--- config.mk ---
export PLATFORM = sky130hd
export DESIGN_NAME = osdRegisterFile
export DESIGN_NICKNAME = d
export VERILOG_FILES = /design/src/source/osdPkg.sv /design/src/source/osdRegisterFile.sv
export SDC_FILE = /design/constraint.sdc
export NUM_CORES = 1
export LEC_CHECK = 0
export ABC_AREA = 1
export BUFFER_PORTS_ARGS = -buffer_cell sky130_fd_sc_hd__buf_2
export CAP_MARGIN = 10
export CORE_MARGIN = 2
export CORE_UTILIZATION = 47
export CTS_BUF_LIST = sky130_fd_sc_hd__clkbuf_4
export DETAILED_ROUTE_END_ITERATION = 12
export PLACE_DENSITY = 0.92
export SLEW_MARGIN = 20
export SYNTH_ARGS = -nofsm -noshare
export SYNTH_HDL_FRONTEND = slang
export SYNTH_SLANG_ARGS = --single-unit
export TNS_END_PERCENT = 20
--- constraint.sdc ---
create_clock -name clk -period 2.44 [get_ports clk]
set_clock_uncertainty 0.05 [all_clocks]
set_input_delay 0.488 -clock clk [delete_from_list [all_inputs] [get_ports clk]]
set_output_delay 0.488 -clock clk [all_outputs]
set_load 0.01 [all_outputs]
--- src/source/osdPkg.sv ---
package osdPkg;

    ////////////////////////////////////////////////////////////////////////////
    // Widths
    ////////////////////////////////////////////////////////////////////////////

    // One register, one I2C data byte and one character cell are all a byte wide
    localparam int regWidth = 8;

    // Character memory address, split into a page and a 7 bit offset
    localparam int charAddrWidth = 10;

    // Eight pages of 128 characters each
    localparam int pageWidth = 3;

    // Controller button word and the video frame counter
    localparam int ctrlWidth = 12;
    localparam int frameWidth = 10;

    ////////////////////////////////////////////////////////////////////////////
    // Register map
    ////////////////////////////////////////////////////////////////////////////

    // Pointers below regPage land in the character memory window
    localparam logic [regWidth-1:0] regPage = 8'h80;
    localparam logic [regWidth-1:0] regEnable = 8'h81;
    localparam logic [regWidth-1:0] regHighlight = 8'h82;

    // Controller buttons, upper byte and then the low nibble shifted up
    localparam logic [regWidth-1:0] regCtrlHigh = 8'h85;
    localparam logic [regWidth-1:0] regCtrlLow = 8'h86;

    // Video debug values
    localparam logic [regWidth-1:0] regPllErrors = 8'h90;
    localparam logic [regWidth-1:0] regFrameLow = 8'h92;
    localparam logic [regWidth-1:0] regFrameHigh = 8'h93;
    localparam logic [regWidth-1:0] regRestarts = 8'h9B;

    // Line the OSD menu highlights when it comes out of reset
    localparam logic [regWidth-1:0] highlightReset = 8'd7;

endpackage

--- src/source/osdRegisterFile.sv ---
`timescale 1ns/1ns

module osdRegisterFile (
    input  logic                              clk,
    input  logic                              rstN,
    input  logic [osdPkg::regWidth-1:0]       regAddr,
    input  logic [osdPkg::regWidth-1:0]       regWrData,
    input  logic                              regWrite,
    output logic [osdPkg::regWidth-1:0]       regRdData,
    output logic [osdPkg::charAddrWidth-1:0]  ramWrAddr,
    output logic [osdPkg::regWidth-1:0]       ramWrData,
    output logic                              ramWrite,
    output logic                              enableOsd,
    output logic [osdPkg::regWidth-1:0]       highlightLine,
    input  logic [osdPkg::ctrlWidth-1:0]      controllerData,
    input  logic [osdPkg::regWidth-1:0]       pllErrors,
    input  logic [osdPkg::frameWidth-1:0]     frameCounter,
    input  logic [osdPkg::regWidth-1:0]       restartCount
);
    import osdPkg::*;

    // Page offset placed above the 7 pointer bits of a memory write
    logic [pageWidth-1:0] page;
    logic                 inCharWindow;

    // The low half of the pointer space maps straight onto the current page
    assign inCharWindow = regAddr < regPage;

    ////////////////////////////////////////////////////////////////////////////
    // Read side
    ////////////////////////////////////////////////////////////////////////////

    // Refreshed every cycle, so the byte is ready long before the target loads it
    always_ff @(posedge clk) begin
        case (regAddr)
            regPage:      regRdData <= {{(regWidth-pageWidth){1'b0}}, page};
            regEnable:    regRdData <= {{(regWidth-1){1'b0}}, enableOsd};
            regCtrlHigh:  regRdData <= controllerData[ctrlWidth-1:4];
            // Buttons 3 to 0 sit in the upper nibble
            regCtrlLow:   regRdData <= {controllerData[3:0], 4'b0000};
            regPllErrors: regRdData <= pllErrors;
            regFrameLow:  regRdData <= frameCounter[7:0];
            regFrameHigh: regRdData <= {{(2*regWidth-frameWidth){1'b0}}, frameCounter[9:8]};
            regRestarts:  regRdData <= restartCount;
            // Highlight is write only and reads back as zero like any gap
            default:      regRdData <= '0;
        endcase
    end

    ////////////////////////////////////////////////////////////////////////////
    // Write side
    ////////////////////////////////////////////////////////////////////////////

    always_ff @(posedge clk) begin
        if (!rstN) begin
            page          <= '0;
            enableOsd     <= 1'b0;
            highlightLine <= highlightReset;
            ramWrite      <= 1'b0;
        end else begin
            ramWrite <= 1'b0;
            if (regWrite) begin
                if (inCharWindow) begin
                    ramWrite <= 1'b1;
                end else begin
                    // Other addresses from 0x80 up drop the write
                    case (regAddr)
                        regPage:      page <= regWrData[pageWidth-1:0];
                        regEnable:    enableOsd <= regWrData[0];
                        regHighlight: highlightLine <= regWrData;
                        default:      ;
                    endcase
                end
            end
        end
    end

    // Memory address and byte go out together with the write pulse
    always_ff @(posedge clk) begin
        if (regWrite && inCharWindow) begin
            ramWrAddr <= {page, regAddr[charAddrWidth-pageWidth-1:0]};
            ramWrData <= regWrData;
        end
    end

endmodule

# Word-level counts from Yosys, hierarchy flattened
# Index checks and enable logic that the tools add are counted.
classes:
  magnitude_cmp: 1
  n_bitwise: 1
  mux: 2
  reduce_logical: 5
  eq_ne: 9
op_table:
  columns: ["operator", "count"]
  rows:
  - ["$eq A8 B8 Y1 const B", 9]
  - ["$pmux W8 S8", 1]
  - ["$reduce_and A3 Y1", 3]
  - ["$lt A8 B8 Y1 const B", 1]
  - ["$reduce_and A2 Y1", 1]
  - ["$logic_and A1 B1 Y1", 1]
  - ["$mux W1", 1]
  - ["$not A1 Y1", 1]
word_totals:
  in_bits: 57
  elab_cells: 25
  output_inout_bits: 36
  register_bits: 39

# Longest topological paths before layout
# Gate-level depths: netlist (run 1).
depth:
  depth_word: 3
  depth_mapped: 9
  mapped_depth_nobuf: 8

# Worst setup path before layout (run 1)
# Ideal clock, no wire load.
synth_path:
  path_type: "input -> register"
  startpoint: "in regWrite"
  endpoint: "reg ramWrAddr[0] in the netlist's numbering, enable pin"
  stages: 3
  setup_ns: 0.393
  n_path_buf: 1
  setup_slack_ns: 0.525
  t_arrival_ns: 1.473
  path_cell_list: "buf_2 -> inv_1 -> nor2_1"
synth_via:
  elab_chain_cells: 1
synth_rtl:
  columns: ["element", "line", "rtl"]
  rows:
  - ["start: declaration", "osdRegisterFile.sv:8", "input logic regWrite,"]
  - ["$logic_and A1 B1 Y1", "osdRegisterFile.sv:80", "if (regWrite && inCharWindow) begin"]
  - ["end signal: assignment", "osdRegisterFile.sv:81", "ramWrAddr <= {page, regAddr[charAddrWidth-pageWidth-1:0]};"]
  - ["end: declaration", "osdRegisterFile.sv:10", "output logic [osdPkg::charAddrWidth-1:0] ramWrAddr,"]
# No other way between the ends.
# A chain may end at the register's enable or synchronous reset.

# Final worst setup path (run 1)
layout_path:
  startpoint: "reg ramWrData[2] in the netlist's numbering"
  endpoint: "out ramWrData[2] in the netlist's numbering"
layout_rtl:
  columns: ["element", "line", "rtl"]
  rows:
  - ["start: declaration", "osdRegisterFile.sv:11", "output logic [osdPkg::regWidth-1:0] ramWrData,"]
  - ["start signal: assignment", "osdRegisterFile.sv:82", "ramWrData <= regWrData;"]
# No word-level cell between the ends.

==> results.toml, run 1 <==
[status]
status = "finished, final reports clean"

[setup_path]
critPathTopFamily = "flip-flops"
path_buf_inv = 1
worstPathRequired_ns = 1.90
cpPeakStageDelay_ns = 0.39
startpoint = "ramWrData[2]"
endpoint = "ramWrData[2]"
crit_type = "flop to primary output"
end_kind = "primary output"
path_depth = 1
crit_fanout = 1
start_kind = "flop"
r2r-start = "page[0]"
path_cells = "buf_2"
arrival_ns = 0.90
rr_worst_depth = 4
cp_slowest_cell = "edfxtp_1"
timing.rr.end = "regRdData[0]"
regToRegSetupSlack_ns = 1.64

[sta]
final_max_slew_viol_count = 0
min_period_ns = 1.44
setup_violations = 0
tns_ns = 0
hold_viol = 0
max_freq_mhz = 697
grt_setup_unrepaired = "false"
worst_pin_slew_ns = 0.560
relSlewSlack_pct = 62.6
fin_crit_sh_pct = 58.8

[job]
cap_viol_max_count = 0

[clocking]
clk_path_buf_depth = 2
numCtsBuffers = 5
clock_latency_ns = 0.35
tritoncts = "done"
clk_pin_slew_ns = 0.12
postCtsSetupRepairBufs = 0
cts-hold-fix-buffers = 0
cts.sinks = 39
cts-resized-gates = 0
clock-root-buffer = "clkbuf_4"
cts_max_level = 2

[final_layout]
fill_cells = 342
regArea_sq_um = 961
multiInputGateArea_sq_um = 689
layout.cells.non_filler = 375
drive_gt1_share_pct = 33.0
final_common_cell = "buf_2"
final_cell_mix = "buf_2 (92), nand2_1 (57), nor2_1 (46), nand3_1 (41), inv_1 (30)"
nNetsFinal = 383
syn2layout_area_growth_pct = 29.6
antenna-diode-count = 0

[logic_synthesis]
syn_area_sq_um = 1820
ys_seq_area_share_pct = 52.8
ys_ff_latch = 39
syn_area_per_cell_sq_um = 7.84
synth_cell_types = 18
synthesis.nets = 289
yosys_warnings = 0
synthCells = 232

[power]
leakagePower_nw = 1.25
combinationalPowerShare_pct = 11.7
p_switching_mw = 0.300
ir_drop_uv = 408
power_frac_clock_pct = 27.8
pwr_density_cell_nw_per_um2 = 498
p_sw_share_pct = 25.6
p_int_mw = 0.873
seqPwrFrac_pct = 60.5

[drt]
vias = 1816
drcViolationCount = 0
ant_nets = 0
detail_route.first_pass.iterations = 5
drt-wirelength-per-cell_microns = 11.3
drt_iter0_markers = 121
wl_mm = 4.24
viasPerCell = 4.84

[floorplan]
die_area_sq_um = 4380
core_sq_um = 3690
start_util_pct = 49.3
die_x_microns = 66.2
die_y_microns = 66.2
io_pins = 93
rows = 22

[grt]
grt_pass1_vias = 1578
grt_use_total_pct = 19.6
antenna_found_initial = 0
grt.overflow.total = 0
grt_pass1_wl_mm = 6.48
grt_max_degree = 24

[placed_design]
dp_hpwl_mm = 3.25
port_buffers = 92
dp.cells = 367
gp_congestion = 0.819

[worst_hold_path]
hold_path_class = "input port to flop"
min_from = "regWrData[5]"
[metrics by stage]
step	power (mW)	setup slack [ns]	utilization [%]	cell area [sq um]	hold WS (ns)
floorplan	0.783	0.525	-	1820	0.381
global placement	0.858	0.784	62.4	2300	0.403
detailed placement	0.861	0.730	62.4	2300	0.406
CTS	1.18	0.995	63.9	2360	0.251
global route	1.23	0.900	63.9	2360	0.243
finish	1.17	1.00	63.9	2360	0.266
[cells in the mapped netlist]
master    number  area [sq um]
nor2_4         3          33.8
nand2_1       57           214
nand3b_1       1          7.51
nand4_1        2          12.5
clkinv_1       1          3.75
nor2_8         1          20.0
edfxtp_1      18           541
inv_4          1          6.26
inv_1         30           113
buf_2          1          5.00
nand2_2        3          18.8
buf_6          2          22.5
nor2_1        46           173
buf_4          2          15.0
clkbuf_1       1          3.75
nor3_1         1          5.00
nand3_1       41           205
dfxtp_1       21           420
[power groups by stage]
stage | logic, mW | clock network, mW | registers, mW
6_report | 0.137 | 0.327 | 0.710
5_1_grt | 0.151 | 0.364 | 0.712
4_1_cts | 0.137 | 0.333 | 0.710
3_5_place_dp | 0.137 | 0 | 0.725
3_3_place_gp | 0.134 | 0 | 0.723
2_1_floorplan | 0.0461 | 0 | 0.737
[registers in the layout (all words and copies together) (netlist names)]
signal         count
ramWrData          8
regRdData          8
enableOsd          1
ramWrite           1
page               3
ramWrAddr         10
highlightLine      8
[worst min-delay path by stage]
stage | endpoint | slack [ns] | depth (start not counted)
after floorplan | ramWrAddr[9] | 0.38 | 0
after global placement | highlightLine[2] | 0.40 | 2
after detailed placement | highlightLine[2] | 0.41 | 2
after CTS | ramWrData[5] | 0.25 | 1
after global routing | ramWrAddr[6] | 0.24 | 1
final | ramWrData[5] | 0.27 | 1
[final cells by class]
class,instances,area share (%)
inverter,32,5.20
clock inverter,3,0.849
multi-input combinational,155,29.2
tap,48,2.55
sequential,39,40.7
clock buffer,5,1.59
timing repair buffer,93,19.8
[routing by layer]
layer | vias to the layer above | global-route usage (%) | part of all wire, %
li1 | 919 | - | -
met1 | 815 | 21.9 | 40
met2 | 76 | 33.6 | 51
met3 | 6 | 6.81 | 7.9
met4 | 0 | 8.67 | 1.5
met5 | - | 0 | 0
[cells by family after synthesis]
| kind of cell | Yosys count | synth area share (%) |
|---|---|---|
| simple gates | 155 | 37.9 |
| buf+inv | 38 | 9.28 |
| flops | 39 | 52.8 |
(Power assumes the default switching activity.)
==> run 2: changes to the inputs <==
==> constraint.sdc (replaced) <==
create_clock -name clk -period 1.4 [get_ports clk]
set_clock_uncertainty 0.05 [all_clocks]
set_input_delay 0.28 -clock clk [delete_from_list [all_inputs] [get_ports clk]]
set_output_delay 0.28 -clock clk [all_outputs]
set_load 0.01 [all_outputs]
==> run 2 against run 1 <==
Compared with the run above:
- design area grew 3.6%
- core utilization increased by 2.3 points
- die area did not move
- highest routed layer unchanged
==> results.toml, run 2 (same netlist as run 1, synthesis figures left out) <==
[floorplan]
core_sq_um = 3690
io_pins = 93
start_util_pct = 49.3
die_x_microns = 66.2
die_area_sq_um = 4380
rows = 22
die_y_microns = 66.2

[sta]
max_freq_mhz = 820
fin_crit_sh_pct = 87.1
final_max_slew_viol_count = 0
grt_setup_unrepaired = "false"
tns_ns = 0
hold_ws_ns = 0.0654
setup_slack_ns = 0.180
relSlewSlack_pct = 75.1
setup_violations = 0
hold_viol = 0
min_period_ns = 1.22
worst_pin_slew_ns = 0.371

[setup_path]
crit_type = "flop to primary output"
worstPathRequired_ns = 1.07
path_buf_inv = 1
startpoint = "ramWrData[0]"
rr_worst_depth = 4
regToRegSetupSlack_ns = 0.60
timing.rr.end = "regRdData[1]"
critPathTopFamily = "flip-flops"
end_kind = "primary output"
path_depth = 1
start_kind = "flop"
endpoint = "ramWrData[0]"
arrival_ns = 0.89
cp_slowest_cell = "edfxtp_1"
cpPeakStageDelay_ns = 0.39
r2r-start = "page[1]"
crit_fanout = 1
path_cells = "buf_2"

[clocking]
tritoncts = "done"
postCtsSetupRepairBufs = 0
clk_path_buf_depth = 2
clock-root-buffer = "clkbuf_4"
cts-hold-fix-buffers = 0
cts-resized-gates = 0
numCtsBuffers = 5
clock_latency_ns = 0.35
cts_max_level = 2
cts.sinks = 39
clk_pin_slew_ns = 0.12

[final_layout]
top_register = "ramWrAddr"
finalCoreUtilization_pct = 66.2
syn2layout_area_growth_pct = 34.3
antenna-diode-count = 0
fill_cells = 349
nNetsFinal = 390
layout.cells.non_filler = 382
final_common_cell = "buf_2"
largest_register_ff_count = 10
drive_gt1_share_pct = 34.7
final_cell_mix = "buf_2 (92), nand2_1 (57), nor2_1 (45), nand3_1 (41), inv_1 (30)"

[grt]
grt-busiest-layer = "met2"
antenna_found_initial = 0
grt_pass1_wl_mm = 7.27
met1_usage_pct = 24.9
grt_use_total_pct = 21.7
grt_max_degree = 14
grtUsageMet3_pct = 5.28
grt.overflow.total = 0
grt_use_met2_pct = 38.4
grt_pass1_vias = 1740

[drt]
vias = 1844
viasPerCell = 4.83
ant_nets = 0
wl_mm = 4.53
drt-wirelength-per-cell_microns = 11.9
drt_iter0_markers = 145
detail_route.first_pass.iterations = 4
drcViolationCount = 0

[power]
leakagePower_nw = 1.30
pwr_density_cell_nw_per_um2 = 848
ir_drop_uv = 594

[placed_design]
port_buffers = 92
gp_congestion = 0.785
dp_hpwl_mm = 3.61
dp_slack_ns = 0.000891
dp.cells = 374

[status]
status = "finished, final reports clean"

[worst_hold_path]
hold_path_class = "input port to flop"

[job]
cap_viol_max_count = 0
## run 2: cell count changes in the layout (fill, tap and decap cells not counted), sizes merged
cell,previous run,this run
buf,93,100
clkbuf,5,6
clkinvlp,1,0
## run 2: worst min path at each step
stage                  from            to  slack (ns)  cells after the start
2_1_floorplan    regAddr[7]      ramWrite        0.30                      1
3_3_place_gp        page[2]  ramWrAddr[9]        0.39                      0
3_5_place_dp        page[2]  ramWrAddr[9]        0.40                      0
4_1_cts        regWrData[7]  ramWrData[7]        0.06                      1
5_1_grt        regWrData[7]  ramWrData[7]        0.04                      1
6_report       regWrData[5]  ramWrData[5]        0.07                      1
## run 2: final cells by class
class                           count  area (sq um)  share of cell area (%)
Inverter                           32           123                    5.02
Multi-Input combinational cell    155           697                    28.5
Timing Repair Buffer              100           546                    22.3
Clock buffer                        6          45.0                    1.84
Sequential cell                    39           961                    39.3
Tap cell                           48          60.1                    2.46
Clock inverter                      2          12.5                   0.512
## run 2: worst reg2reg max path, delay by kind of cell (launching register included)
kind | cells | cell delay (ns)
AND/OR/NAND/NOR | 4 | 0.29
flip-flops | 1 | 0.36
## run 2: stage by stage
stage	power [mW]	cell area [sq um]
after floorplan	1.37	1830
after global placement	1.51	2390
after detailed placement	1.52	2390
after CTS	2.09	2440
after global routing	2.16	2440
final	2.07	2440
## run 2: routing by layer
layer  vias up  wire length (microns)
met5         -                      0
met4         0                     93
met3        10                    249
met2        63                   2350
met1       841                   1840
li1        930                      -
## run 2: power breakdown
| group | internal [mW] | switching (mW) | total [mW] | leakage (nW) |
|---|---|---|---|---|
| sequential | 1.23 | 0.00795 | 1.24 | 0.340 |
| clock | 0.214 | 0.365 | 0.579 | 0.0333 |
| combinational | 0.114 | 0.143 | 0.256 | 0.931 |
