<file path="src/source/osdPkg.sv">
package osdPkg;

    ////////////////////////////////////////////////////////////////////////////
    // Widths
    ////////////////////////////////////////////////////////////////////////////

    // One register, one I2C data byte and one character cell are all a byte wide
    localparam int regWidth = 8;

    // Character memory address, split into a page and a 7 bit offset
    localparam int charAddrWidth = 10;

    // Eight pages of 128 characters each
    localparam int pageWidth = 3;

    // Controller button word and the video frame counter
    localparam int ctrlWidth = 12;
    localparam int frameWidth = 10;

    ////////////////////////////////////////////////////////////////////////////
    // Register map
    ////////////////////////////////////////////////////////////////////////////

    // Pointers below regPage land in the character memory window
    localparam logic [regWidth-1:0] regPage = 8'h80;
    localparam logic [regWidth-1:0] regEnable = 8'h81;
    localparam logic [regWidth-1:0] regHighlight = 8'h82;

    // Controller buttons, upper byte and then the low nibble shifted up
    localparam logic [regWidth-1:0] regCtrlHigh = 8'h85;
    localparam logic [regWidth-1:0] regCtrlLow = 8'h86;

    // Video debug values
    localparam logic [regWidth-1:0] regPllErrors = 8'h90;
    localparam logic [regWidth-1:0] regFrameLow = 8'h92;
    localparam logic [regWidth-1:0] regFrameHigh = 8'h93;
    localparam logic [regWidth-1:0] regRestarts = 8'h9B;

    // Line the OSD menu highlights when it comes out of reset
    localparam logic [regWidth-1:0] highlightReset = 8'd7;

endpackage

</file>
<file path="src/source/i2cTarget.sv">
`timescale 1ns/1ns

module i2cTarget #(
    parameter logic [6:0] deviceAddr = 7'h00
) (
    input  logic                         clk,
    input  logic                         rstN,
    input  logic                         scl,
    input  logic                         sdaIn,
    output logic                         sdaDriveLow,
    output logic [osdPkg::regWidth-1:0]  regAddr,
    output logic [osdPkg::regWidth-1:0]  regWrData,
    output logic                         regWrite,
    input  logic [osdPkg::regWidth-1:0]  regRdData
);
    import osdPkg::*;

    // Bit level states of the target
    localparam logic [2:0] stIdle    = 3'd0;
    localparam logic [2:0] stAddr    = 3'd1;
    localparam logic [2:0] stAddrAck = 3'd2;
    localparam logic [2:0] stPointer = 3'd3;
    localparam logic [2:0] stWrData  = 3'd4;
    localparam logic [2:0] stWrAck   = 3'd5;
    localparam logic [2:0] stRdData  = 3'd6;
    localparam logic [2:0] stRdAck   = 3'd7;

    logic                sclMeta;
    logic                sclSync;
    logic                sclPrev;
    logic                sdaMeta;
    logic                sdaSync;
    logic                sdaPrev;
    logic                sclRise;
    logic                sclFall;
    logic                startCond;
    logic                stopCond;
    logic [2:0]          state;
    logic [3:0]          bitCnt;
    logic [regWidth-1:0] shiftReg;
    logic                rwBit;

    ////////////////////////////////////////////////////////////////////////////
    // Bus synchroniser and edge detection
    ////////////////////////////////////////////////////////////////////////////

    // Both lines idle high, so the flops come out of reset high
    always_ff @(posedge clk) begin
        if (!rstN) begin
            sclMeta <= 1'b1;
            sclSync <= 1'b1;
            sclPrev <= 1'b1;
            sdaMeta <= 1'b1;
            sdaSync <= 1'b1;
            sdaPrev <= 1'b1;
        end else begin
            sclMeta <= scl;
            sclSync <= sclMeta;
            sclPrev <= sclSync;
            sdaMeta <= sdaIn;
            sdaSync <= sdaMeta;
            sdaPrev <= sdaSync;
        end
    end

    assign sclRise = sclSync & ~sclPrev;
    assign sclFall = ~sclSync & sclPrev;

    // Sda may only move while scl is high for a start or a stop
    assign startCond = sclSync & sclPrev & sdaPrev & ~sdaSync;
    assign stopCond  = sclSync & sclPrev & ~sdaPrev & sdaSync;

    ////////////////////////////////////////////////////////////////////////////
    // Byte FSM
    ////////////////////////////////////////////////////////////////////////////

    // Data is taken at rising scl, sda is only ever driven after falling scl
    always_ff @(posedge clk) begin
        if (!rstN) begin
            state       <= stIdle;
            bitCnt      <= 4'd0;
            sdaDriveLow <= 1'b0;
            regAddr     <= '0;
            regWrite    <= 1'b0;
        end else begin
            regWrite <= 1'b0;
            // The pointer moves on once the register file has taken the byte
            if (regWrite) begin
                regAddr <= regAddr + 1'b1;
            end
            if (startCond) begin
                state  <= stAddr;
                bitCnt <= 4'd0;
            end else if (stopCond) begin
                state <= stIdle;
            end else begin
                case (state)
                    stAddr: begin
                        if (sclRise) begin
                            shiftReg <= {shiftReg[regWidth-2:0], sdaSync};
                            bitCnt   <= bitCnt + 4'd1;
                        end else if (sclFall && bitCnt == 4'd8) begin
                            // A foreign address leaves the bus alone until the next start
                            if (shiftReg[regWidth-1:1] == deviceAddr) begin
                                state       <= stAddrAck;
                                sdaDriveLow <= 1'b1;
                                rwBit       <= shiftReg[0];
                            end else begin
                                state <= stIdle;
                            end
                        end
                    end
                    stAddrAck, stRdAck: begin
                        if (state == stRdAck && sclRise && sdaSync) begin
                            // Master NACK closes the read
                            state <= stIdle;
                        end else if (sclFall) begin
                            bitCnt <= 4'd0;
                            if (state == stRdAck || rwBit) begin
                                // Load the next read byte and put its MSB on the bus
                                state       <= stRdData;
                                shiftReg    <= regRdData;
                                sdaDriveLow <= ~regRdData[regWidth-1];
                                regAddr     <= regAddr + 1'b1;
                            end else begin
                                state       <= stPointer;
                                sdaDriveLow <= 1'b0;
                            end
                        end
                    end
                    stPointer, stWrData: begin
                        if (sclRise) begin
                            shiftReg <= {shiftReg[regWidth-2:0], sdaSync};
                            bitCnt   <= bitCnt + 4'd1;
                            // Eighth bit of a data byte raises the write strobe
                            if (state == stWrData && bitCnt == 4'd7) begin
                                regWrData <= {shiftReg[regWidth-2:0], sdaSync};
                                regWrite  <= 1'b1;
                            end
                        end else if (sclFall && bitCnt == 4'd8) begin
                            if (state == stPointer) begin
                                regAddr <= shiftReg;
                            end
                            state       <= stWrAck;
                            sdaDriveLow <= 1'b1;
                        end
                    end
                    stWrAck: begin
                        if (sclFall) begin
                            state       <= stWrData;
                            sdaDriveLow <= 1'b0;
                            bitCnt      <= 4'd0;
                        end
                    end
                    stRdData: begin
                        if (sclRise) begin
                            bitCnt <= bitCnt + 4'd1;
                        end else if (sclFall) begin
                            if (bitCnt == 4'd8) begin
                                // Release sda so the master can answer
                                state       <= stRdAck;
                                sdaDriveLow <= 1'b0;
                            end else begin
                                shiftReg    <= {shiftReg[regWidth-2:0], 1'b0};
                                sdaDriveLow <= ~shiftReg[regWidth-2];
                            end
                        end
                    end
                    default: begin
                        // Idle waits for a start only
                    end
                endcase
            end
        end
    end

endmodule

</file>
<file path="config.mk">
export PLATFORM = sky130hd
export DESIGN_NAME = i2cTarget
export DESIGN_NICKNAME = d
export VERILOG_FILES = /design/src/source/osdPkg.sv /design/src/source/i2cTarget.sv
export SDC_FILE = /design/constraint.sdc
export NUM_CORES = 1
export LEC_CHECK = 0
export BUFFER_PORTS_ARGS = -buffer_cell sky130_fd_sc_hd__buf_2
export CAP_MARGIN = 40
export CORE_MARGIN = 3
export CORE_UTILIZATION = 39
export CTS_CLUSTER_DIAMETER = 150
export DETAILED_ROUTE_END_ITERATION = 6
export PLACE_DENSITY_LB_ADDON = 0.15
export SLEW_MARGIN = 25
export SYNTH_ARGS = -nofsm -noshare
export SYNTH_HDL_FRONTEND = slang
export SYNTH_SLANG_ARGS = --single-unit
</file>
<file path="constraint.sdc">
create_clock -name clk -period 6.63 [get_ports clk]
set_input_delay 0.3315 -clock clk [delete_from_list [all_inputs] [get_ports clk]]
set_output_delay 0.3315 -clock clk [all_outputs]
set_load 0.01 [all_outputs]
</file>
# Word-level counts from Yosys, hierarchy flattened
# Cells that the tools add are included.
# totals
reg_bits,40
out_inout_bits,18
# op_classes
add_sub_neg,2
eq_ne,34
n_mux,51
bitwise,18
reduce_logical,24
# op_table
op,n
two-way mux 8 bit,16
two-way mux 3 bit,11
!= test 4 bit (second input constant),8
!= test 2 bit (second input constant),13
one-hot mux 8 bit (3 select lines),1
AND reduction 10 bit,2
one-hot mux 8 bit (2 select lines),1
two-way mux 1 bit,15
one-hot mux 3 bit (5 select lines),1
AND reduction 13 bit,1
equality test 3 bit (second input constant),4
two-way mux 4 bit,3
one-hot mux 4 bit (3 select lines),1
inverter 1 bit,11
AND reduction 11 bit,1
adder 8 x 1 -> 8 bit (second input constant),1
bitwise AND 1 bit,7
logical NOT 7 bit,1
AND reduction 7 bit,1
nonzero test 7 bit,1
equality test 3 x 2 -> 1 bit (second input constant),2
AND reduction 6 bit,1
nonzero test 3 bit,2
OR reduction 2 bit,3
other kinds (16),21

# Depth between registers and ports, before layout
# Gate-level depths: netlist (run 1).
# logic_depth
ltp_word,8
mapped_depth,9
ltp_nobuf,8

# Least setup slack after synthesis (run 1)
# No wires, ideal clock.
# synth_path
path_kind,reg2reg
start,register state[0]
end,"register regWrData[0] in the netlist's numbering, enable pin"
t_arrival_ns,1.755
t_required_ns,6.247
setup_slack_ns,4.492
path_stages_with_launch,5
period_less_slack_ns,2.138
cell_sequence,dfxtp_1 -> buf_6 -> nand2b_1 -> or4_1 -> nor3_1
# synth_between
elab_chain_len,3
word_cells_on_any_way,5
classes_between,eq/ne (2); reduce/logical (3)
# synth_rtl
element,line_no,rtl
"start, declared",i2cTarget.sv:38,logic [2:0] state;
"start signal, assigned",i2cTarget.sv:80,state <= stIdle;
"start signal, assigned",i2cTarget.sv:92,state <= stAddr;
"start signal, assigned",i2cTarget.sv:95,state <= stIdle;
equality test 3 bit or equality test 3 x 2 -> 1 bit (tied branches),"i2cTarget.sv:97, i2cTarget.sv:136",
OR reduction 2 bit or logical AND 1 bit (tied branches),"i2cTarget.sv:97, i2cTarget.sv:136",
AND reduction 6 bit (no source line) (*),n/a,
"end signal, assigned",i2cTarget.sv:137,"regWrData <= {shiftReg[regWidth-2:0], sdaSync};"
"end, declared",i2cTarget.sv:12,"output logic [osdPkg::regWidth-1:0] regWrData,"
# Every way passes the cells marked *; elsewhere a longest branch is shown, timed or not.
# A chain may end at the register's enable or synchronous reset.

# Worst setup path after layout (run 1)
# layout_path
start,register state[2]
end,"register regWrData[3] in the netlist's numbering, enable pin"
# Same word-level chain as after synthesis.

==> results of run 1 <==
## synth_stat cells (6+ instances only)
cell type  instances
dfxtp_1           23
nand2_1           19
nor2_1            19
edfxtp_1          17
nand2b_1          10
xor2_1            10
a21oi_1            9
mux2_2             9
o21ai_0            9
buf_2              8
xnor2_1            8
nand3_1            6
nand4_1            6
nor3_1             6
## layout make-up
type                    count  area share [%]
multi-input cells         184            48.7
flip-flops and latches     40            36.7
repair buffers             31            5.96
well taps                  72            3.41
clock buffers               5            2.60
clock inverters             3            1.75
inverters                   6           0.851
## worst paths after layout
check | start | to | slack [ps] | depth (start not counted)
min reg2reg | sclMeta | sclSync | 410 | 1
max | state[2] | regWrData[3] | 3940 | 4
max reg2reg | state[2] | regWrData[3] | 3940 | 4
min | sdaIn | sdaMeta | 210 | 2
## per-stage QoR
step	hold slack, ps	cells	util (%)
after floorplan	386	244	-
after global placement	388	331	44.1
after detailed placement	393	333	44.3
after CTS	205	341	46.3
after global routing	208	341	46.3
final	210	341	46.3
## flip-flops by register name, summed over array words and instances, names as in the netlist
register,cells
regAddr,8
regWrData,8
shiftReg,8
bitCnt,4
state,3
regWrite,1
rwBit,1
sclMeta,1
sclPrev,1
sclSync,1
sdaDriveLow,1
sdaMeta,1
sdaPrev,1
sdaSync,1
## power by group through the flow
stage	combinational (mW)	sequential, mW	clock [mW]
6_report	0.0234	0.259	0.209
5_1_grt	0.0263	0.259	0.226
4_1_cts	0.0235	0.259	0.213
3_5_place_dp	0.0233	0.265	0
3_3_place_gp	0.0228	0.265	0
2_1_floorplan	0.0175	0.263	0
## placed cells by master (no fill, tap or decap), types with 2 or more instances in the layout
cell      instances
buf_2            30
dfxtp_1          23
nor2_1           19
nand2_1          19
edfxtp_1         17
nand2b_1         10
xor2_1           10
mux2_2            9
a21oi_1           9
o21ai_0           9
xnor2_1           8
nor3_1            6
nand4_1           6
nand3_1           6
o21ai_1           5
o211ai_1          5
o22ai_1           5
clkbuf_8          5
inv_1             4
a22oi_1           4
nor2b_1           3
nor4_1            3
a21o_1            3
ha_1              3
mux2i_1           2
a221oi_1          2
and2_4            2
a211oi_1          2
a31oi_1           2
a21oi_2           2
and3_1            2
o21a_1            2
o221ai_2          2
nand3b_1          2
o31ai_1           2
## worst reg2reg max path, cell delays in order, from the launching register on
cell      delay, ps
dfxtp_1         870
nand2b_1        300
or4_1           590
nor3_1          370
buf_2           280
## cell families after synthesis
| kind of cell | after synthesis |
|---|---|
| adder cells (fa/ha/maj) | 3 |
| AO/OA/AOI/OAI | 65 |
| buffers and inverters | 20 |
| AND/OR/NAND/NOR | 86 |
| flip-flops | 40 |
| XOR/XNOR | 19 |
| multiplexers | 11 |
## layer usage
| layer | track usage, % | part of all wire (%) | vias up |
|---|---|---|---|
| met2 | 24.2 | 42 | 54 |
| met1 | 25.2 | 51 | 892 |
| met5 | 0 | 0 | - |
| met4 | 5.41 | 1.3 | 0 |
| met3 | 3.65 | 5.8 | 7 |
| li1 | - | - | 943 |
==> flow_summary.ini, run 1 <==
[run_status]
outcome = complete, no violations

[timing]
period_needed_ps = 2690
worst_slack_ps = 3940
worstMarginPinSlew_ps = 822
fmax_ghz = 0.371
finalCritPeriodShare_pct = 40.6
rsz0062_at_grt = false
slew_headroom_pct = 45.1
setup_viol = 0
hold_violations = 0
slew_violations = 0
setup_tns_ps = 0
fin_skew_ps = 10.3

[cells_and_area]
design_area_um2 = 2650
n_antenna_cell = 0
nets = 283
fillers = 559
final_layout_size_suffix_gt1_share_pct = 24.5
multi_input_area_um2 = 1290
regArea_um2 = 971
syn2layout_area_growth_pct = 11.6

[die]
num_rows = 27
die_x_um = 84.0
fp.dieH_um = 84.0
dieArea_um2 = 7050
coreArea_um2 = 5710
io_pins = 30
initial_core_util_pct = 41.5

[setup_path]
cp_top_family = simple AND/OR/NAND/NOR gates
cp.arrival_ps = 2710
cp_max_fo = 23
slowest_delay_ps = 870
worst-setup-path-type = flop to flop
crit_chain = nand2b_1, or4_1, nor3_1, buf_2
end_kind = flop
cp-start-kind = flop
required_ps = 6640
worst-path-buf-inv = 1
crit_slowest_cell = dfxtp_1

[synthesis]
muxShareOfSynthArea_pct = 5.12
ys_types = 59
synth_compound_area_share_pct = 21.0
synth_xor_xnor_area_share_pct = 7.34
synth_nets = 259
async_flop_share_pct = 0
synth_area_per_cell_um2 = 9.72
netlist_top_cells_area = edfxtp_1 (22%), dfxtp_1 (19%), mux2_2 (4.3%)
synth_edf_count = 17
yosysTopAreaCellShare_pct = 21.5
yosysTopAreaCell = edfxtp_1
yosysSeqAreaShare_pct = 40.9
ys_seq_elements = 40
synth_fa_ha_area_share_pct = 1.58
ys.flop_type = dfxtp_1
synth_area_um2 = 2370
yosys.area_share.simple_pct = 19.3
synth_top_family_by_area = compound AO/OA/AOI/OAI gates
yosysWarnings = 0
synth_cells = 244

[routing]
drt_iter0_markers = 255
vias = 1896
drc = 0
wl_mm = 5.58
wire_per_inst_um = 16.4
postRouteAntennaNets = 0
dr.pass1.iters = 4
vias_per_cell = 5.56

[pwr]
max-vdd-ir-drop_mv = 0.101
p_per_area_nw_per_um2 = 186
p_total_uw = 491
swShare_pct = 22.5
pwr-share-clk_pct = 42.5
combPwrFrac_pct = 4.8
p_leak_nw = 0.949
internal-power_uw = 381
power.switching_uw = 110
seq_power_share_pct = 52.7

[grt]
grt_usage_pct = 16.9
overflow = 0
first_global_vias = 1830
grt_pass1_wl_mm = 9.46
antenna_found_initial = 0
grt_max_degree = 24

[clock_tree]
insertion_delay_ps = 300
cts_root_buf = clkbuf_8
cts_max_level = 2
cts_tree = yes
postCtsHoldBufs = 0
clk_path_buf_depth = 2
path_clk_slew_ps = 90
postCtsSetupBuffers = 0
cts_buffers = 5
clock-sinks = 40
post_cts_resized = 0

[placement]
placedInstanceArea_um2 = 2530
routabilityCongestion = 0.875
place_ws_ps = 3980
numPortBuffers = 29
place_hpwl_mm = 4.02

[job]
drv_cap = 0

[hold_path]
hold_path_class = input pin to flop
No activity file was read; power rests on OpenSTA's default activity.
==> inputs of run 2 (changes only) <==
- clock period: 6.63 -> 2.37 ns (I/O delays scaled with it)
==> flow_summary.ini, run 2 (same netlist as run 1, synthesis figures left out) <==
[run_status]
outcome = complete, no violations

[setup_path]
cp-start-kind = flop
cp.arrival_ps = 2100
reg2reg_to = regAddr[1]
r2r_slack_ps = 450
cp_max_fo = 14
reg2reg_from = state[1]
r2r_cells = 6
worst-setup-path-type = flop to flop
end_kind = flop
required_ps = 2550

[timing]
slew_headroom_pct = 54.0
worst_slack_ps = 449
fmax_ghz = 0.521
period_needed_ps = 1920
rsz0062_at_grt = false
setup_viol = 0
fin_skew_ps = 8.03
slew_violations = 0
worstMarginPinSlew_ps = 686
hold_violations = 0
finalCritPeriodShare_pct = 81.0
setup_tns_ps = 0

[routing]
wl_met1_mm = 2.86
postRouteAntennaNets = 0
vias = 1996
wl_mm = 5.81
dr.pass1.iters = 5
vias_per_cell = 5.56
wl_met3_um = 404
topRoutingLayerUsed = met4
wire_per_inst_um = 16.2
drt_iter0_markers = 166
routed-wl-met2_mm = 2.47
drc = 0

[placement]
numPortBuffers = 29
place_ws_ps = 265
place_hpwl_mm = 4.16
routabilityCongestion = 0.910
placedInstanceArea_um2 = 2650

[clock_tree]
clock-sinks = 40
cts_buffers = 5
insertion_delay_ps = 300
path_clk_slew_ps = 80
post_cts_resized = 0
cts_tree = yes
cts_root_buf = clkbuf_8
clk_path_buf_depth = 2
cts_max_level = 2

[die]
dieArea_um2 = 7050
coreArea_um2 = 5710
die_x_um = 84.0
initial_core_util_pct = 41.5
fp.dieH_um = 84.0
io_pins = 30
num_rows = 27

[cells_and_area]
top_regs = regAddr x8, regWrData x8, shiftReg x8
design_area_um2 = 2780
nets = 301
syn2layout_area_growth_pct = 17.4
n_antenna_cell = 0
final_common_cell = buf_2
final_layout_size_suffix_gt1_share_pct = 28.6
fillers = 545
final_cell_mix = buf_2 (29), dfxtp_1 (23), nor2_1 (19), nand2_1 (19)

[pwr]
p_total_mw = 1.37
p_per_area_nw_per_um2 = 491
p_leak_nw = 1.04
max-vdd-ir-drop_mv = 0.312

[hold_path]
whs_path_depth = 2
hold_path_startpoint = regRdData[2]
hold_path_class = input pin to flop
hold_end = shiftReg[2]

[grt]
antenna_found_initial = 0
grt_max_degree = 16
first_global_vias = 1836
grt_pass1_wl_mm = 9.44
overflow = 0
grt_usage_pct = 16.8

[job]
drv_cap = 0
[run 2: cell types whose count changed in the layout (fill, tap and decap cells not counted)]
cell / delta
clkinv_2: +1
buf_4: +16
clkbuf_4: +1
dlygate4sd3_1: +2
inv_6: -1
buf_2: -1
[run 2: what timing repair did]
item / 4_1_cts / 5_1_grt
setup buffers: 0 / 0
hold buffers: 2 / 0
hold endpoints to repair: 2 / 0
[run 2: metrics by stage]
| step | hold WS [ps] | instances | util [%] |
|---|---|---|---|
| after global routing | 114 | 359 | 48.8 |
| after detailed placement | 305 | 348 | 46.3 |
| after floorplan | 192 | 244 | - |
| final | 118 | 359 | 48.8 |
| after CTS | 114 | 358 | 48.6 |
| after global placement | 302 | 348 | 46.3 |
[run 2: worst max path at each step]
| stage | start | end | slack [ps] | cells after the start |
|---|---|---|---|---|
| 2_1_floorplan | state[0] | regWrData[0] | 230 | 4 |
| 3_3_place_gp | bitCnt[0] | shiftReg[7] | 290 | 6 |
| 3_5_place_dp | bitCnt[0] | shiftReg[2] | 260 | 6 |
| 4_1_cts | bitCnt[0] | shiftReg[3] | 260 | 6 |
| 5_1_grt | state[0] | regAddr[4] | 320 | 6 |
| 6_report | state[1] | regAddr[1] | 450 | 6 |
[run 2: per-layer routing]
metal  up-vias  track usage (%)
li1        981                -
met1       924             24.9
met2        84             24.3
met3         7             3.65
met4         0             4.68
met5         -                0
[run 2: critical path, cell delays in order (launching register included)]
cell	delay [ps]
dfxtp_1	400
buf_4	230
clkinv_1	280
xnor2_1	220
a211o_1	300
a222oi_1	280
nor2b_1	80
[run 2: power breakdown]
part / switching, mW / internal, mW
registers: 0.00313 / 0.719
clock network: 0.254 / 0.312
logic: 0.0422 / 0.0365
[run 2: area by class of cell]
| type | instances | area [um^2] | share of cell area, % |
|---|---|---|---|
| tap | 72 | 90.1 | 3.24 |
| multi-input combinational | 184 | 1290 | 46.3 |
| inverter | 6 | 22.5 | 0.809 |
| clock buffer | 5 | 68.8 | 2.47 |
| clock inverter | 3 | 42.5 | 1.53 |
| timing repair buffer | 49 | 300 | 10.8 |
| sequential | 40 | 971 | 34.9 |
==> inputs of run 3 (changes only) <==
- clock period: 2.37 -> 1.6 ns (I/O delays scaled with it)
==> flow_summary.ini, run 3 (same netlist as run 1, synthesis figures left out) <==
[setup_path]
worst-setup-path-type = flop to flop
crit_path_start = bitCnt[0]
crit_chain = inv_4, ha_4, and3b_2, buf_6, o211ai_1, o21ai_1, a21oi_2, buf_12
cp-start-kind = flop
r2r_cells = 8
reg2reg_from = bitCnt[0]
required_ps = 1630
reg2reg_to = shiftReg[0]
slowest_delay_ps = 380
crit_slowest_cell = dfxtp_4
cp_max_fo = 8
r2r_slack_ps = -200
cp.arrival_ps = 1830
end_kind = flop
crit_end = shiftReg[0]

[cells_and_area]
final_layout_size_suffix_gt1_share_pct = 50.0
top_regs = regAddr x8, regWrData x8, shiftReg x8
regArea_um2 = 995
syn2layout_area_growth_pct = 46.7
nets = 354
final_cell_mix = buf_4 (60), buf_2 (29), nor2_1 (18)
final_common_cell = buf_4
multi_input_area_um2 = 1480
fillers = 486
n_antenna_cell = 0
design_area_um2 = 3480

[placement]
placedInstanceArea_um2 = 3110
place_hpwl_mm = 4.92
numPortBuffers = 29
routabilityCongestion = 0.862

[timing]
hold_violations = 0
period_needed_ps = 1800
worstMarginPinSlew_ps = 522
setup_viol = 27
fin_skew_ps = 12.9
slew_violations = 0
slew_headroom_pct = 64.9
whs_ps = 71.4
finalCritPeriodShare_pct = 113
worst_slack_ps = -202
rsz0062_at_grt = true
fmax_ghz = 0.555

[clock_tree]
cts_root_buf = clkbuf_8
clk_path_buf_depth = 2
insertion_delay_ps = 310
clock-sinks = 40
cts_tree = yes
cts_max_level = 2
cts_buffers = 5
path_clk_slew_ps = 90

[grt]
antenna_found_initial = 0
grt_pass1_wl_mm = 10.5
overflow = 0
grt_usage_pct = 18.7
first_global_vias = 2070
grt_max_degree = 16

[routing]
drc = 0
wire_per_inst_um = 16.1
dr.pass1.iters = 5
vias = 2214
drt_iter0_markers = 158
vias_per_cell = 5.37
postRouteAntennaNets = 0
wl_mm = 6.65

[pwr]
p_per_area_nw_per_um2 = 601
max-vdd-ir-drop_mv = 0.629
p_leak_nw = 1.37

[job]
drv_cap = 0

[die]
die_x_um = 84.0
coreArea_um2 = 5710
num_rows = 27
fp.dieH_um = 84.0
dieArea_um2 = 7050
initial_core_util_pct = 41.5
io_pins = 30

[hold_path]
hold_path_class = input pin to flop

[run_status]
violations = negative setup slack
outcome = finished, violations left
## run 3: how the worst min path moves through the flow
stage,startpoint,depth (start not counted),endpoint
2_1_floorplan,rstN,1,sdaMeta
3_3_place_gp,scl,2,sclMeta
3_5_place_dp,scl,2,sclMeta
4_1_cts,regRdData[5],2,shiftReg[5]
5_1_grt,regRdData[5],2,shiftReg[5]
6_report,regRdData[5],2,shiftReg[5]
## run 3: report_power, final
part | switching [mW] | total, mW | internal (mW)
clock | 0.399 | 0.869 | 0.470
sequential | 0.00667 | 1.06 | 1.06
combinational | 0.0765 | 0.159 | 0.0821
## run 3: cell type report
type	instances	area share [%]
Tap cell	72	2.59
Clock inverter	3	1.37
Timing Repair Buffer	102	22.3
Inverter	6	0.791
Multi-Input combinational cell	184	42.4
Sequential cell	40	28.6
Clock buffer	5	1.98
## run 3: timing repair
action	in CTS	in global routing
endpoints found under the hold margin	2	0
pin swaps	5	17
endpoints found under the setup margin	30	40
hold buffers	2	0
resized for setup	14	33
setup buffers	1	7
## run 3: stage by stage
stage	instances	power [mW]	setup TNS, ps	utilization (%)	setup slack, ps
2_1_floorplan	244	1.17	-1980	-	-127
3_3_place_gp	394	1.23	-3720	54.4	-171
3_5_place_dp	394	1.23	-4150	54.4	-223
4_1_cts	405	2.10	-2340	57.7	-138
5_1_grt	412	2.15	-5410	60.9	-273
6_report	412	2.09	-3820	60.9	-202
## run 3: worst max-delay path: cells and delay by family (launching register included)
kind	cells	cell delay (ps)
simple gates	1	250
fa+ha+maj	1	140
compound gates	3	420
flops	1	380
buf+inv	3	320
## run 3: metal layers
layer  track usage, %  vias to the layer above  routed length (um)
met5                0                        -                   0
li1                 -                     1093                   -
met3             3.55                        6                 292
met2             27.0                       50                2970
met4             5.12                        0                  72
met1             28.1                     1065                3310
